File: src/include/mp_defines.svh
`ifndef MP_DEFINES_SVH
`define MP_DEFINES_SVH

// Word and address widths
`define MP_WIDTH      16
`define MP_BANK_BITS  2
`define MP_ROW_BITS   4

// Bank and port counts
`define MP_NUM_BANKS  4
`define MP_NUM_WR     2
`define MP_NUM_RD     2

// Bank read pipeline depth including the array read
`define MP_SRAM_DELAY 2

// Request sample edge to response edge
`define MP_RD_LATENCY 4

`endif

File: src/rtl/mp_pkg.sv
`include "mp_defines.svh"

package mp_pkg;

  typedef logic [`MP_WIDTH-1:0]                 data_t;
  typedef logic [`MP_BANK_BITS-1:0]             bank_t;
  typedef logic [`MP_ROW_BITS-1:0]              row_t;
  // Bank sits above row
  typedef logic [`MP_BANK_BITS+`MP_ROW_BITS-1:0] paddr_t;

  typedef struct packed {
    logic  vld;
    bank_t bank;
    row_t  row;
    data_t data;
  } wr_req_t;

  typedef struct packed {
    logic  vld;
    bank_t bank;
    row_t  row;
  } rd_req_t;

  // Registered per-bank command after arbitration
  typedef struct packed {
    logic  wr;
    row_t  wr_row;
    data_t wr_data;
    logic  rd;
    row_t  rd_row;
  } bank_cmd_t;

  typedef struct packed {
    logic   vld;
    paddr_t padr;
  } rd_tag_t;

  typedef struct packed {
    logic   vld;
    paddr_t padr;
    data_t  data;
  } rd_resp_t;

endpackage

File: src/rtl/bank_arbiter.sv
`timescale 1ns/1ps
`include "mp_defines.svh"

module bank_arbiter
  import mp_pkg::*;
(
  input  logic      clk,
  input  logic      arst_n,
  input  wr_req_t   wr_req   [`MP_NUM_WR],
  input  rd_req_t   rd_req   [`MP_NUM_RD],
  output bank_cmd_t bank_cmd [`MP_NUM_BANKS],
  output rd_tag_t   rd_tag   [`MP_NUM_RD]
);

  bank_cmd_t                cmd_d     [`MP_NUM_BANKS];
  logic [`MP_NUM_BANKS-1:0] wr_q;
  logic [`MP_NUM_BANKS-1:0] rd_q;
  row_t                     wr_row_q  [`MP_NUM_BANKS];
  data_t                    wr_data_q [`MP_NUM_BANKS];
  row_t                     rd_row_q  [`MP_NUM_BANKS];
  logic [`MP_NUM_RD-1:0]    won;
  logic [`MP_NUM_RD-1:0]    tag_vld_q;
  paddr_t                   tag_padr_q [`MP_NUM_RD];

  // Ascending scan so the highest-numbered port overrides the others
  always_comb begin
    for (int b = 0; b < `MP_NUM_BANKS; b++) begin
      cmd_d[b] = '0;
      for (int w = 0; w < `MP_NUM_WR; w++) begin
        if (wr_req[w].vld && wr_req[w].bank == bank_t'(b)) begin
          cmd_d[b].wr      = 1'b1;
          cmd_d[b].wr_row  = wr_req[w].row;
          cmd_d[b].wr_data = wr_req[w].data;
        end
      end
      for (int r = 0; r < `MP_NUM_RD; r++) begin
        if (rd_req[r].vld && rd_req[r].bank == bank_t'(b)) begin
          cmd_d[b].rd     = 1'b1;
          cmd_d[b].rd_row = rd_req[r].row;
        end
      end
    end
  end

  // A read port loses if any higher port hits the same bank
  always_comb begin
    for (int p = 0; p < `MP_NUM_RD; p++) begin
      won[p] = rd_req[p].vld;
      for (int q = p + 1; q < `MP_NUM_RD; q++) begin
        if (rd_req[q].vld && rd_req[q].bank == rd_req[p].bank) begin
          won[p] = 1'b0;
        end
      end
    end
  end

  always_ff @(posedge clk or negedge arst_n) begin
    if (!arst_n) begin
      wr_q      <= '0;
      rd_q      <= '0;
      tag_vld_q <= '0;
    end else begin
      for (int b = 0; b < `MP_NUM_BANKS; b++) begin
        wr_q[b] <= cmd_d[b].wr;
        rd_q[b] <= cmd_d[b].rd;
      end
      tag_vld_q <= won;
    end
  end

  always_ff @(posedge clk) begin
    for (int b = 0; b < `MP_NUM_BANKS; b++) begin
      wr_row_q[b]  <= cmd_d[b].wr_row;
      wr_data_q[b] <= cmd_d[b].wr_data;
      rd_row_q[b]  <= cmd_d[b].rd_row;
    end
    for (int p = 0; p < `MP_NUM_RD; p++) begin
      tag_padr_q[p] <= {rd_req[p].bank, rd_req[p].row};
    end
  end

  always_comb begin
    for (int b = 0; b < `MP_NUM_BANKS; b++) begin
      bank_cmd[b].wr      = wr_q[b];
      bank_cmd[b].wr_row  = wr_row_q[b];
      bank_cmd[b].wr_data = wr_data_q[b];
      bank_cmd[b].rd      = rd_q[b];
      bank_cmd[b].rd_row  = rd_row_q[b];
    end
    for (int p = 0; p < `MP_NUM_RD; p++) begin
      rd_tag[p].vld  = tag_vld_q[p];
      rd_tag[p].padr = tag_padr_q[p];
    end
  end

endmodule

File: src/rtl/bank_sram.sv
`timescale 1ns/1ps
`include "mp_defines.svh"

module bank_sram
  import mp_pkg::*;
(
  input  logic      clk,
  input  logic      arst_n,
  input  bank_cmd_t bank_cmd,
  output data_t     bank_dout
);

  localparam int NUM_ROWS = 2 ** `MP_ROW_BITS;

  data_t                      mem     [NUM_ROWS];
  data_t                      rd_pipe [`MP_SRAM_DELAY];
  logic [`MP_SRAM_DELAY-1:0]  stage_en;
  logic [`MP_SRAM_DELAY-2:0]  vld_q;

  // Stage 0 loads on a read command, later stages follow the valid chain
  assign stage_en = {vld_q, bank_cmd.rd};

  always_ff @(posedge clk or negedge arst_n) begin
    if (!arst_n) begin
      vld_q <= '0;
    end else begin
      vld_q <= stage_en[`MP_SRAM_DELAY-2:0];
    end
  end

  always_ff @(posedge clk) begin
    if (bank_cmd.wr) begin
      mem[bank_cmd.wr_row] <= bank_cmd.wr_data;
    end
  end

  // Read-first so a same-edge write lands after this sample
  always_ff @(posedge clk) begin
    if (stage_en[0]) begin
      rd_pipe[0] <= mem[bank_cmd.rd_row];
    end
    for (int k = 1; k < `MP_SRAM_DELAY; k++) begin
      if (stage_en[k]) begin
        rd_pipe[k] <= rd_pipe[k-1];
      end
    end
  end

  assign bank_dout = rd_pipe[`MP_SRAM_DELAY-1];

endmodule

File: src/rtl/read_return.sv
`timescale 1ns/1ps
`include "mp_defines.svh"

module read_return
  import mp_pkg::*;
(
  input  logic     clk,
  input  logic     arst_n,
  input  rd_tag_t  rd_tag    [`MP_NUM_RD],
  input  data_t    bank_dout [`MP_NUM_BANKS],
  output rd_resp_t rd_resp   [`MP_NUM_RD]
);

  // Bank pipeline plus one capture stage for the bank words
  localparam int TAG_DEPTH = `MP_RD_LATENCY - 1;

  logic [TAG_DEPTH-1:0]  vld_q       [`MP_NUM_RD];
  paddr_t                padr_q      [`MP_NUM_RD][TAG_DEPTH];
  data_t                 bank_q      [`MP_NUM_BANKS];
  bank_t                 sel_bank    [`MP_NUM_RD];
  logic [`MP_NUM_RD-1:0] resp_vld_q;
  paddr_t                resp_padr_q [`MP_NUM_RD];
  data_t                 resp_data_q [`MP_NUM_RD];

  // Bank of the tag that lines up with bank_q
  always_comb begin
    for (int p = 0; p < `MP_NUM_RD; p++) begin
      sel_bank[p] = padr_q[p][TAG_DEPTH-1][`MP_ROW_BITS +: `MP_BANK_BITS];
    end
  end

  always_ff @(posedge clk or negedge arst_n) begin
    if (!arst_n) begin
      for (int p = 0; p < `MP_NUM_RD; p++) begin
        vld_q[p] <= '0;
      end
      resp_vld_q <= '0;
    end else begin
      for (int p = 0; p < `MP_NUM_RD; p++) begin
        vld_q[p]      <= {vld_q[p][TAG_DEPTH-2:0], rd_tag[p].vld};
        resp_vld_q[p] <= vld_q[p][TAG_DEPTH-1];
      end
    end
  end

  always_ff @(posedge clk) begin
    bank_q <= bank_dout;
    for (int p = 0; p < `MP_NUM_RD; p++) begin
      padr_q[p][0] <= rd_tag[p].padr;
      for (int k = 1; k < TAG_DEPTH; k++) begin
        padr_q[p][k] <= padr_q[p][k-1];
      end
      resp_padr_q[p] <= padr_q[p][TAG_DEPTH-1];
      resp_data_q[p] <= bank_q[sel_bank[p]];
    end
  end

  always_comb begin
    for (int p = 0; p < `MP_NUM_RD; p++) begin
      rd_resp[p].vld  = resp_vld_q[p];
      rd_resp[p].padr = resp_padr_q[p];
      rd_resp[p].data = resp_data_q[p];
    end
  end

endmodule

File: src/rtl/mp_mem_top.sv
`timescale 1ns/1ps
`include "mp_defines.svh"

module mp_mem_top
  import mp_pkg::*;
(
  input  logic     clk,
  input  logic     arst_n,
  input  wr_req_t  wr_req  [`MP_NUM_WR],
  input  rd_req_t  rd_req  [`MP_NUM_RD],
  output rd_resp_t rd_resp [`MP_NUM_RD]
);

  bank_cmd_t bank_cmd  [`MP_NUM_BANKS];
  rd_tag_t   rd_tag    [`MP_NUM_RD];
  data_t     bank_dout [`MP_NUM_BANKS];

  // All four ports meet here
  bank_arbiter arb_i (
    .clk      (clk),
    .arst_n   (arst_n),
    .wr_req   (wr_req),
    .rd_req   (rd_req),
    .bank_cmd (bank_cmd),
    .rd_tag   (rd_tag)
  );

  for (genvar b = 0; b < `MP_NUM_BANKS; b++) begin : g_bank
    bank_sram sram_i (
      .clk       (clk),
      .arst_n    (arst_n),
      .bank_cmd  (bank_cmd[b]),
      .bank_dout (bank_dout[b])
    );
  end

  read_return ret_i (
    .clk       (clk),
    .arst_n    (arst_n),
    .rd_tag    (rd_tag),
    .bank_dout (bank_dout),
    .rd_resp   (rd_resp)
  );

endmodule

File: config.mk
export PLATFORM = sky130hd
export DESIGN_NAME = mp_mem_top
export DESIGN_NICKNAME = d
export VERILOG_FILES = /design/src/rtl/mp_pkg.sv /design/src/rtl/bank_arbiter.sv /design/src/rtl/bank_sram.sv /design/src/rtl/read_return.sv /design/src/rtl/mp_mem_top.sv
export VERILOG_INCLUDE_DIRS = /design/src /design/src/include
export SDC_FILE = /design/constraint.sdc
export NUM_CORES = 1
export LEC_CHECK = 0
export CAP_MARGIN = 20
export CELL_PAD_IN_SITES_DETAIL_PLACEMENT = 1
export CELL_PAD_IN_SITES_GLOBAL_PLACEMENT = 1
export CORE_MARGIN = 2
export CORE_UTILIZATION = 38
export CTS_CLUSTER_DIAMETER = 40
export DETAILED_ROUTE_END_ITERATION = 10
export DONT_BUFFER_PORTS = 1
export PLACE_DENSITY_LB_ADDON = 0.1
export SLEW_MARGIN = 20
export SYNTH_ARGS = -nofsm -noshare
export SYNTH_HDL_FRONTEND = slang
export SYNTH_SLANG_ARGS = --single-unit
File: constraint.sdc
create_clock -name clk -period 3.6 [get_ports clk]
set_input_delay 0.72 -clock clk [delete_from_list [all_inputs] [get_ports clk]]
set_output_delay 0.72 -clock clk [all_outputs]
set_load 0.1 [all_outputs]
==> key figures, run 1 <==
Power
  – P_sw: 8.860 mW
  – Clock power frac: 0.495
  – Sw Ratio: 0.2239
  – Combinational Power Share: 0.027
  – Worst IR Drop VDD: 473.7 uV
  – Pint: 30.71 mW
  – Pwr dens: 656.9 mW/mm2
  – Sequential share of power: 0.478
  – P_leak: 17.55 nW

Finish
  – Final Util: 0.4582
  – # fillers: 11903
  – Nets: 2571
  – Layout cells sized above 1: 0.2716
  – Area Growth Syn to Fin: 19.78%
  – Final Cell Area: 0.06023 mm2

Placement
  – Buffers on Ports: 0
  – Gpl congestion: 0.8009
  – HPWL Detailed: 81.85 mm
  – Placed Area: 0.05284 mm2

Setup path
  – Critical path launch point type: register
  – Critical R2R Capture: g_bank[3].sram_i.rd_pipe[0][7]
  – FF-to-FF setup slack: 1.16 ns
  – Reg-to-reg startpoint: arb_i.rd_row_q[3][0]
  – Crit path DAT: 1.80 ns
  – CP endpoint kind: output pin
  – R2r worst-path depth: 5
  – WS Path Type: reg2out
  – CP required: 2.88 ns
  – Critical Path Source: ret_i.resp_data_q[0][18]
  – Crit Path Max Fanout: 1

Floorplan
  – Die height: 367.8 um
  – Boundary Pins: 108
  – Die area: 0.1353 mm2
  – Starting Density: 0.3825
  – CORE AREA: 0.1315 mm2
  – Row count: 133
  – Die Wd: 367.8 um

Global routing
  – First-pass GRT wire length: 190.3 mm
  – Initial antenna violation count: 22
  – Total GRT Usage: 0.1984
  – Vias in the first global route: 25351
  – Global route total overflow: 0
  – Largest net degree at the start of global routing: 37

Synth
  – Cells after Synth: 2257
  – Syn_area_per_cell: 22.28 um2
  – Syn nets: 2319
  – Cell taking the most area after synthesis: edfxtp_1
  – Register area share after synthesis: 0.7992
  – Number of synthesis warnings: 0
  – Post-synth ARST share: 0.01543
  – Post-synth top cells: edfxtp_1 (1152), dfxtp_1 (252), mux4_2 (248)
  – Top-area cell type share of the netlist area: 0.6879
  – Post-synthesis cell area: 0.05028 mm2
  – Post-synth EDFFs: 1152
  – Count leader, synth: edfxtp_1
  – Synth top area cells: edfxtp_1 (69%), mux4_2 (11%), dfxtp_1 (10%)
  – #FFs+latches synth: 1426
  – Most common flop cell mapped by yosys: edfxtp_1
  – Yosys cell types: 30

STA
  – Total negative slack: 0 ns
  – Min Tclk post-route: 2.521 ns
  – Hold slack: 0.05984 ns
  – Final Skew: 0.04115 ns
  – Final Hold Viols: 0
  – Max Slew Vio Count: 0
  – Rel. slew slack: 0.2042
  – RSZ-0062 raised after global routing: no
  – Final setup violating endpoints: 0
  – Max Freq: 396.7 MHz
  – Tightest Pin Transition: 1.194 ns
  – Ratio of final minimum period to clock period: 0.7003

Worst hold path
  – WHS Path Cells: 1
  – Hold Path End: arb_i.wr_data_q[1][5]
  – HP Start: wr_req[28]
  – Worst hold path type: in2reg

Clock network
  – Clk Latency, worst-skew pair: 0.81 ns
  – H-tree depth: 4
  – Max clock buf depth: 3
  – CTS tree: built
  – Clock transition at path regs: 0.06 ns
  – Clk sink count: 1426
  – Root Buffer: clkbuf_16
  – Total CTS buffers: 196
  – CTS resizes: 0

Drt
  – Vias/cell: 5.365
  – Detailed-route wire length per cell: 29.90 um
  – Final wirelength: 132.8 mm
  – Via Count: 23819
  – Post-route ant nets: 0
  – DRC Markers: 0
  – Initial DRC count: 1938
  – DR pass1 iterations: 5

Run
  – Max cap viols: 0

Status
  – Outcome: completed
-- cells by family (layout without fill, tap and decap cells) --
kind of cell	count (synthesis)	after routing	share of synthesized area
compound gates	226	226	0.03610
xor+xnor	2	2	0.0003484
buf+inv	112	539	0.01321
flops	1426	1426	0.7992
mux	288	288	0.1320
other cells	0	1	0
simple gates	203	203	0.01913
-- metal layers --
metal,global-route usage,routed length (um),vias to the layer above
met5,0,54,-
met4,0.04922,2344,8
met3,0.04971,8827,183
met2,0.3035,61190,698
met1,0.2854,60360,12945
li1,-,-,9985
-- repair_timing --
item	in CTS	in global routing
buffers inserted	0	0
endpoints found under the hold margin	74	0
hold buffers	58	0
-- layout make-up --
type | instances | area [um2] | share of cell area
Sequential cell | 1426 | 40210 | 0.6676
Clock buffer | 243 | 5361 | 0.08901
Clock inverter | 130 | 1435 | 0.02383
Multi-Input combinational cell | 719 | 9540 | 0.1584
Antenna cell | 1 | 2.502 | 0.00004155
Inverter | 1 | 3.754 | 0.00006232
Timing Repair Buffer | 165 | 1485 | 0.02466
Tap cell | 1755 | 2196 | 0.03646
-- state kept, by name, indices dropped and copies added, names as in the netlist --
| name | cells |
|---|---|
| ret_i.vld_q | 6 |
| arb_i.wr_q | 4 |
| g_bank.sram_i.rd_pipe | 128 |
| ret_i.resp_data_q | 32 |
| arb_i.rd_q | 4 |
| g_bank.sram_i.vld_q | 4 |
| ret_i.resp_vld_q | 2 |
| arb_i.rd_row_q | 16 |
| arb_i.wr_row_q | 16 |
| g_bank.sram_i.mem | 1024 |
| ret_i.resp_padr_q | 12 |
| arb_i.tag_padr_q | 12 |
| arb_i.tag_vld_q | 2 |
| arb_i.wr_data_q | 64 |
| ret_i.bank_q | 64 |
| ret_i.padr_q | 36 |
-- power by group through the flow --
stage               Combinational, mW  Clock [mW]  Sequential (mW)
floorplan                       0.748           0             19.0
global placement                0.998           0             19.2
detailed placement               1.01           0             19.3
CTS                              1.09        20.0             18.9
global route                     1.15        20.7             19.0
finish                           1.08        19.6             18.9
-- per-stage QoR --
stage | power (mW) | setup WS [ns] | instances
global placement | 20.24 | 1.137 | 4007
floorplan | 19.72 | 1.204 | 2257
finish | 39.57 | 1.079 | 4440
global route | 40.80 | 0.9798 | 4439
CTS | 39.99 | 1.019 | 4439
detailed placement | 20.29 | 1.012 | 4008
-- how the worst max path moves through the flow --
stage	end	slack, ns	cells after the start
3_3_place_gp	g_bank[3].sram_i.rd_pipe[0][7]	1.14	5
3_5_place_dp	arb_i.wr_data_q[2][13]	1.01	3
5_1_grt	g_bank[3].sram_i.rd_pipe[0][7]	0.98	5
2_1_floorplan	g_bank[2].sram_i.mem[0][0]	1.20	2
4_1_cts	rd_resp[2]	1.02	0
6_report	rd_resp[2]	1.08	0
-- cell usage in the layout (no fill, tap or decap), types with 11 or more instances in the layout --
master / n
buf_4: 99
a22oi_1: 128
nand3b_1: 11
a22o_1: 96
nand2_1: 69
dfrtp_1: 22
mux4_2: 248
clkbuf_16: 204
edfxtp_1: 1152
clkinvlp_4: 14
bufinv_16: 17
inv_6: 29
clkbuf_1: 28
clkinv_2: 29
mux4_1: 40
dlygate4sd3_1: 57
nor2_1: 56
nor3_2: 16
clkinv_4: 19
clkbuf_8: 11
dfxtp_1: 244
nand2b_1: 15
Note: power is estimated with default switching activity, not from simulation.
==> inputs of run 2 (changes only) <==
--- a/config.mk
+++ b/config.mk
@@ -6,6 +6,7 @@
 export SDC_FILE = /design/constraint.sdc
 export NUM_CORES = 1
 export LEC_CHECK = 0
+export ABC_AREA = 1
 export CAP_MARGIN = 20
 export CELL_PAD_IN_SITES_DETAIL_PLACEMENT = 1
 export CELL_PAD_IN_SITES_GLOBAL_PLACEMENT = 1
==> constraint.sdc (replaced) <==
create_clock -name clk -period 2.5 [get_ports clk]
set_input_delay 0.5 -clock clk [delete_from_list [all_inputs] [get_ports clk]]
set_output_delay 0.5 -clock clk [all_outputs]
set_load 0.1 [all_outputs]
==> key figures, run 2 <==
Status
  – Outcome: completed (unchanged)

Synth
  – Adder-cell share of the synthesized area: 0 (unchanged)
  – Yosys cell types: 17 (was 30)
  – Top-area cell type share of the netlist area: 0.6222 (was 0.6879)
  – Synth Area in Simple Gates: 0.1744 (was 0.01913)
  – Count leader, synth: nand2_1 (was edfxtp_1)
  – Post-synth top cells: nand2_1 (1381), edfxtp_1 (1152), inv_1 (861) (was edfxtp_1 (1152), dfxtp_1 (252), mux4_2 (248))
  – Syn nets: 5102 (was 2319)
  – Main combinational cell family by area after synthesis: simple AND/OR/NAND/NOR gates (was multiplexers)
  – Mux share of post-synthesis cell area: 0 (was 0.1320)
  – Post-Synth XOR/XNOR Area: 0 (was 0.0003484)
  – Syn_area_per_cell: 11.03 um2 (was 22.28 um2)
  – Synth top area cells: edfxtp_1 (62%), nand2_1 (9.3%), dfxtp_1 (9.1%) (was edfxtp_1 (69%), mux4_2 (11%), dfxtp_1 (10%))
  – Cell taking the most area after synthesis: edfxtp_1 (unchanged)
  – Number of synthesis warnings: 0 (unchanged)
  – Post-synth EDFFs: 1152 (unchanged)
  – Cells after Synth: 5040 (was 2257)
  – Register area share after synthesis: 0.7229 (was 0.7992)
  – Post-synth ARST share: 0.01543 (unchanged)
  – Most common flop cell mapped by yosys: edfxtp_1 (unchanged)
  – Post-synthesis cell area: 0.05560 mm2 (was 0.05028 mm2)
  – Post-synthesis compound-gate area fraction: 0.02025 (was 0.03610)
  – #FFs+latches synth: 1426 (unchanged)

STA
  – Tightest Pin Transition: 0.9317 ns (was 1.194 ns)
  – RSZ-0062 raised after global routing: no (unchanged)
  – Rel. slew slack: 0.3782 (was 0.2042)
  – Ratio of final minimum period to clock period: 0.8915
  – Final setup violating endpoints: 0 (unchanged)
  – Total negative slack: 0 ns (unchanged)
  – Final Skew: 0.03340 ns (was 0.04115 ns)
  – Max Slew Vio Count: 0 (unchanged)
  – Hold slack: 0.05294 ns (was 0.05984 ns)
  – Max Freq: 448.7 MHz
  – Min Tclk post-route: 2.229 ns
  – Final Hold Viols: 0 (unchanged)

Power
  – Pwr dens: 911.4 mW/mm2 (was 656.9 mW/mm2)
  – Worst IR Drop VDD: 626.7 uV (was 473.7 uV)
  – Sequential share of power: 0.445 (was 0.478)
  – Pwr Total: 60.64 mW (was 39.57 mW)
  – Pint: 46.08 mW (was 30.71 mW)
  – P_sw: 14.57 mW (was 8.860 mW)
  – Clock power frac: 0.504 (was 0.495)
  – P_leak: 28.13 nW (was 17.55 nW)
  – Combinational Power Share: 0.051 (was 0.027)
  – Sw Ratio: 0.2402 (was 0.2239)

Clock network
  – Clk Latency, worst-skew pair: 0.82 ns (was 0.81 ns)
  – H-tree depth: 4 (unchanged)
  – CTS resizes: 0 (unchanged)
  – Max clock buf depth: 3 (unchanged)
  – Total CTS buffers: 215 (was 196)
  – CTS tree: built (unchanged)
  – Clk sink count: 1426 (unchanged)
  – Clock transition at path regs: 0.06 ns (about the same)
  – Root Buffer: clkbuf_16 (unchanged)

Global routing
  – Initial antenna violation count: 12 (was 22)
  – Total GRT Usage: 0.2261 (was 0.1984)
  – Global route total overflow: 0 (unchanged)
  – Vias in the first global route: 37058 (was 25351)
  – Largest net degree at the start of global routing: 129 (was 37)
  – First-pass GRT wire length: 249.6 mm (was 190.3 mm)

Worst hold path
  – WHS Path Cells: 2 (was 1)
  – Worst hold path type: in2reg (unchanged)

Placement
  – Gpl congestion: 0.8534 (was 0.8009)
  – Placed Area: 0.05878 mm2 (was 0.05284 mm2)
  – Buffers on Ports: 0 (unchanged)
  – HPWL Detailed: 103.5 mm (was 81.85 mm)

Setup path
  – CP Depth: 0 (unchanged)
  – WS Path Type: reg2out (unchanged)
  – Crit path DAT: 1.73 ns (was 1.80 ns)
  – End of the critical path: rd_resp[45] (was rd_resp[2])
  – Critical path launch point type: register (unchanged)
  – Reg-to-reg startpoint: arb_i.rd_row_q[2][0] (was arb_i.rd_row_q[3][0])
  – Critical Path Source: ret_i.resp_vld_q[0] (was ret_i.resp_data_q[0][18])
  – Crit Path Max Fanout: 1 (unchanged)
  – Critical R2R Capture: g_bank[2].sram_i.rd_pipe[0][2] (was g_bank[3].sram_i.rd_pipe[0][7])
  – FF-to-FF setup slack: 0.55 ns (was 1.16 ns)
  – CP endpoint kind: output pin (unchanged)
  – R2r worst-path depth: 7 (was 5)
  – CP required: 2.00 ns (was 2.88 ns)

Finish
  – Nets: 5322 (was 2571)
  – Final Cell Area: 0.06654 mm2 (was 0.06023 mm2)
  – Layout cells sized above 1: 0.1211 (was 0.2716)
  – Largest registers: g_bank.sram_i.mem x1024, g_bank.sram_i.rd_pipe x128 (unchanged)
  – Commonest non-fill, non-tap cell in the layout: nand2_1 (was edfxtp_1)
  – Number of flip-flops in the largest register: 1024 (unchanged)
  – Register with the most flip-flops: g_bank.sram_i.mem (unchanged)
  – Final Util: 0.4577 (was 0.4582)
  – Most frequent cells in the layout: nand2_1 (1381), edfxtp_1 (1152), inv_1 (861), nand3_1 (794), dfxtp_1 (243) (was edfxtp_1 (1152), mux4_2 (248), dfxtp_1 (244), clkbuf_16 (204), a22oi_1 (128))
  – Area Growth Syn to Fin: 19.68% (was 19.78%)

Drt
  – Initial DRC count: 2809 (was 1938)
  – Detailed-route wire length per cell: 22.98 um (was 29.90 um)
  – Vias/cell: 4.965 (was 5.365)
  – Final wirelength: 169.4 mm (was 132.8 mm)
  – DR pass1 iterations: 5 (unchanged)
  – Post-route ant nets: 0 (unchanged)
  – Via Count: 36603 (was 23819)
  – DRC Markers: 0 (unchanged)

Run
  – Max cap viols: 0 (unchanged)

Floorplan
  – Die height: 386.5 um (was 367.8 um)
  – Boundary Pins: 108 (unchanged)
  – Die Wd: 386.5 um (was 367.8 um)
  – Die area: 0.1494 mm2 (was 0.1353 mm2)
  – CORE AREA: 0.1454 mm2 (was 0.1315 mm2)
  – Starting Density: 0.3824 (was 0.3825)
  – Row count: 140 (was 133)
[run 2: changes by cell type in the layout (fill, tap and decap cells not counted), sizes merged, moves of 124 or more]
cell / delta
inv: +872
nand2: +1312
o22ai: +124
a22oi: -128
nand3: +788
mux4: -288
[run 2: power groups by stage]
stage	registers, mW	clock network (mW)	logic [mW]
after global placement	27.5	0	3.01
after floorplan	27.6	0	1.50
final	27.0	30.5	3.10
after global routing	27.1	32.1	3.35
after CTS	27.0	31.1	3.11
after detailed placement	27.5	0	3.03
[run 2: kinds of logic (layout without fill, tap and decap cells)]
logic type / Yosys count / in the layout
compound gates: 194 / 194
simple gates: 2315 / 2315
other cells: 0 / 3
buf+inv: 1105 / 1517
flops: 1426 / 1426
[run 2: area by class of cell]
| cell class | instances | area [um2] |
|---|---|---|
| clock buffers | 256 | 5774 |
| well taps | 1917 | 2399 |
| multi-input cells | 2509 | 10990 |
| diodes | 3 | 7.507 |
| repair buffers | 239 | 2217 |
| clock inverters | 153 | 1664 |
| fillers | 15490 | 78850 |
| flip-flops and latches | 1426 | 40210 |
| inverters | 869 | 3272 |
[run 2: worst min-delay path by stage]
stage,endpoint,startpoint,slack (ns)
after global placement,ret_i.resp_vld_q[1],arst_n,0.21
after global routing,arb_i.wr_data_q[1][14],wr_req[37],0.03
after CTS,arb_i.wr_data_q[1][3],wr_req[26],0.002
after floorplan,arb_i.rd_q[0],arst_n,0.20
after detailed placement,ret_i.resp_vld_q[1],arst_n,0.21
final,arb_i.rd_q[3],rd_req[5],0.05
[run 2: metal layers]
metal  routed length [um]  global-route usage  vias to the layer above
met5                   13                   0                        -
met4                 2858             0.05283                        2
li1                     -                   -                    17031
met3                 9583             0.04327                      210
met1                79430              0.3244                    18469
met2                77500              0.3546                      891
[run 2: repair_timing]
action	in CTS	in global routing
endpoints found under the setup margin	0	0
hold endpoints to repair	61	0
hold buffers	30	0
buffers inserted	0	0
[run 2: through the flow]
stage,setup slack (ns),instances
after global routing,0.2160,7369
after CTS,0.2082,7369
after detailed placement,0.5442,6930
after global placement,0.5637,6930
after floorplan,0.4309,5040
final,0.2712,7372
==> inputs of run 3 (changes only) <==
--- a/config.mk
+++ b/config.mk
@@ -11,7 +11,7 @@
 export CELL_PAD_IN_SITES_DETAIL_PLACEMENT = 1
 export CELL_PAD_IN_SITES_GLOBAL_PLACEMENT = 1
 export CORE_MARGIN = 2
-export CORE_UTILIZATION = 38
+export CORE_UTILIZATION = 45
 export CTS_CLUSTER_DIAMETER = 40
 export DETAILED_ROUTE_END_ITERATION = 10
 export DONT_BUFFER_PORTS = 1
==> key figures, run 3 (synthesis gave the netlist of run 2 again) <==
Drt
  – DR pass1 iterations: 6 (was 5)
  – DRC Markers: 0 (unchanged)
  – Vias/cell: 5.201 (was 4.965)
  – Via Count: 36626 (was 36603)
  – Final wirelength: 161.6 mm (was 169.4 mm)
  – Initial DRC count: 3124 (was 2809)
  – Detailed-route wire length per cell: 22.95 um (was 22.98 um)
  – Post-route ant nets: 0 (unchanged)

Floorplan
  – Die height: 355.5 um (was 386.5 um)
  – Boundary Pins: 108 (unchanged)
  – Die Wd: 355.5 um (was 386.5 um)
  – Starting Density: 0.4550 (was 0.3824)
  – Row count: 128 (was 140)
  – CORE AREA: 0.1222 mm2 (was 0.1454 mm2)
  – Die area: 0.1264 mm2 (was 0.1494 mm2)

Power
  – P_leak: 27.74 nW (was 28.13 nW)
  – Pwr Total: 57.21 mW (was 60.64 mW)
  – Pwr dens: 877.4 mW/mm2 (was 911.4 mW/mm2)
  – Worst IR Drop VDD: 874.5 uV (was 626.7 uV)

Setup path
  – CP endpoint kind: output pin (unchanged)
  – CP required: 2.00 ns (about the same)
  – WS Path Type: reg2out (unchanged)
  – Critical path launch point type: register (unchanged)
  – Crit Path Max Fanout: 1 (unchanged)
  – Crit path DAT: 1.72 ns (was 1.73 ns)

STA
  – Min Tclk post-route: 2.221 ns (was 2.229 ns)
  – Rel. slew slack: 0.3969 (was 0.3782)
  – Worst setup margin: 0.2788 ns (was 0.2712 ns)
  – Max Freq: 450.2 MHz (was 448.7 MHz)
  – Max Slew Vio Count: 0 (unchanged)
  – Tightest Pin Transition: 0.9037 ns (was 0.9317 ns)
  – Final setup violating endpoints: 0 (unchanged)
  – Total negative slack: 0 ns (unchanged)
  – Final Skew: 0.04041 ns (was 0.03340 ns)
  – Final Hold Viols: 0 (unchanged)
  – Ratio of final minimum period to clock period: 0.8885 (was 0.8915)
  – RSZ-0062 raised after global routing: no (unchanged)
  – Hold slack: 0.05379 ns (was 0.05294 ns)

Finish
  – Largest registers: g_bank.sram_i.mem x1024, g_bank.sram_i.rd_pipe x128 (unchanged)
  – Layout cells sized above 1: 0.1035 (was 0.1211)
  – Number of flip-flops in the largest register: 1024 (unchanged)
  – Commonest non-fill, non-tap cell in the layout: nand2_1 (unchanged)
  – Area Growth Syn to Fin: 17.28% (was 19.68%)
  – Finished Layout Cells: 7042 (was 7372)
  – Nets: 5313 (was 5322)
  – Most frequent cells in the layout: nand2_1 (1381), edfxtp_1 (1152), inv_1 (861), nand3_1 (794), dfxtp_1 (244) (was nand2_1 (1381), edfxtp_1 (1152), inv_1 (861), nand3_1 (794), dfxtp_1 (243))
  – # fillers: 12761 (was 15490)
  – Register with the most flip-flops: g_bank.sram_i.mem (unchanged)

Global routing
  – Vias in the first global route: 37149 (was 37058)
  – Total GRT Usage: 0.2562 (was 0.2261)
  – Largest net degree at the start of global routing: 129 (unchanged)
  – Initial antenna violation count: 10 (was 12)
  – Global route total overflow: 0 (unchanged)
  – First-pass GRT wire length: 237.5 mm (was 249.6 mm)

Run
  – Max cap viols: 0 (unchanged)

Clock network
  – Clock transition at path regs: 0.06 ns (about the same)
  – Clk sink count: 1426 (unchanged)
  – Max clock buf depth: 3 (unchanged)
  – CTS resizes: 0 (unchanged)
  – Total CTS buffers: 187 (was 215)
  – H-tree depth: 4 (unchanged)
  – Root Buffer: clkbuf_16 (unchanged)
  – CTS tree: built (unchanged)
  – Clk Latency, worst-skew pair: 0.82 ns (about the same)

Placement
  – Gpl congestion: 0.8806 (was 0.8534)
  – Pre-CTS WS: 0.5115 ns (was 0.5442 ns)
  – Buffers on Ports: 0 (unchanged)
  – HPWL Detailed: 99.18 mm (was 103.5 mm)
  – Placed insts: 6631 (was 6930)

Status
  – Outcome: completed (unchanged)

Worst hold path
  – Worst hold path type: in2reg (unchanged)
## run 3: cell types whose count changed in the layout (fill, tap and decap cells not counted), moves of 5 or more
cell,previous run,this run
nor2_1,68,112
clkinv_4,25,13
bufinv_16,21,12
dlygate4sd3_1,29,55
clkbuf_8,7,12
inv_16,6,0
clkinv_2,31,24
clkinv_1,15,4
nor2_2,60,16
clkbuf_16,223,203
buf_12,28,23
inv_4,9,15
## run 3: what timing repair did
| action | in CTS | in global routing |
|---|---|---|
| hold buffers | 56 | 0 |
| buffers inserted | 0 | 0 |
| endpoints found under the hold margin | 85 | 0 |
## run 3: power breakdown
group,total [mW],switching [mW],internal (mW),leakage [nW]
combinational,3.09,2.27,0.816,13.5
clock,27.1,10.6,16.5,3.14
sequential,27.0,0.647,26.3,11.1
## run 3: cell type report
type	count	area [um2]	share of cell area
Antenna cell	5	12.51	0.0001919
Clock buffer	240	5339	0.08188
Clock inverter	110	1092	0.01675
Inverter	869	3272	0.05018
Multi-Input combinational cell	2509	10880	0.1669
Sequential cell	1426	40210	0.6167
Tap cell	1625	2033	0.03118
Timing Repair Buffer	258	2362	0.03623
## run 3: metrics by stage
step                      instance area (um2)  utilization
final                                   65200       0.5336
after global routing                    65190       0.5335
after global placement                  58190       0.4762
after detailed placement                58190       0.4762
after CTS                               65190       0.5335
after floorplan                         55600            -
## run 3: metal layers
layer,vias to the layer above,global-route usage,wire (um)
met5,-,0.006038,206
met2,962,0.4056,75140
met1,18415,0.3468,71180
met3,252,0.06479,11030
li1,16987,-,-
met4,10,0.08169,4069
## run 3: final timing paths
kind / from / end / slack, ns / cells after the start
max: ret_i.resp_vld_q[1] / rd_resp[22] / 0.28 / 0
min: rd_req[6] / arb_i.rd_q[3] / 0.05 / 2
max reg2reg: arb_i.rd_row_q[3][0] / g_bank[3].sram_i.rd_pipe[0][8] / 0.51 / 6
min reg2reg: ret_i.padr_q[0][12] / ret_i.padr_q[0][6] / 0.33 / 0
max in group asynchronous: arst_n / arb_i.wr_q[2] / 2.14 / 2
min in group asynchronous: arst_n / ret_i.vld_q[1] / 0.15 / 2
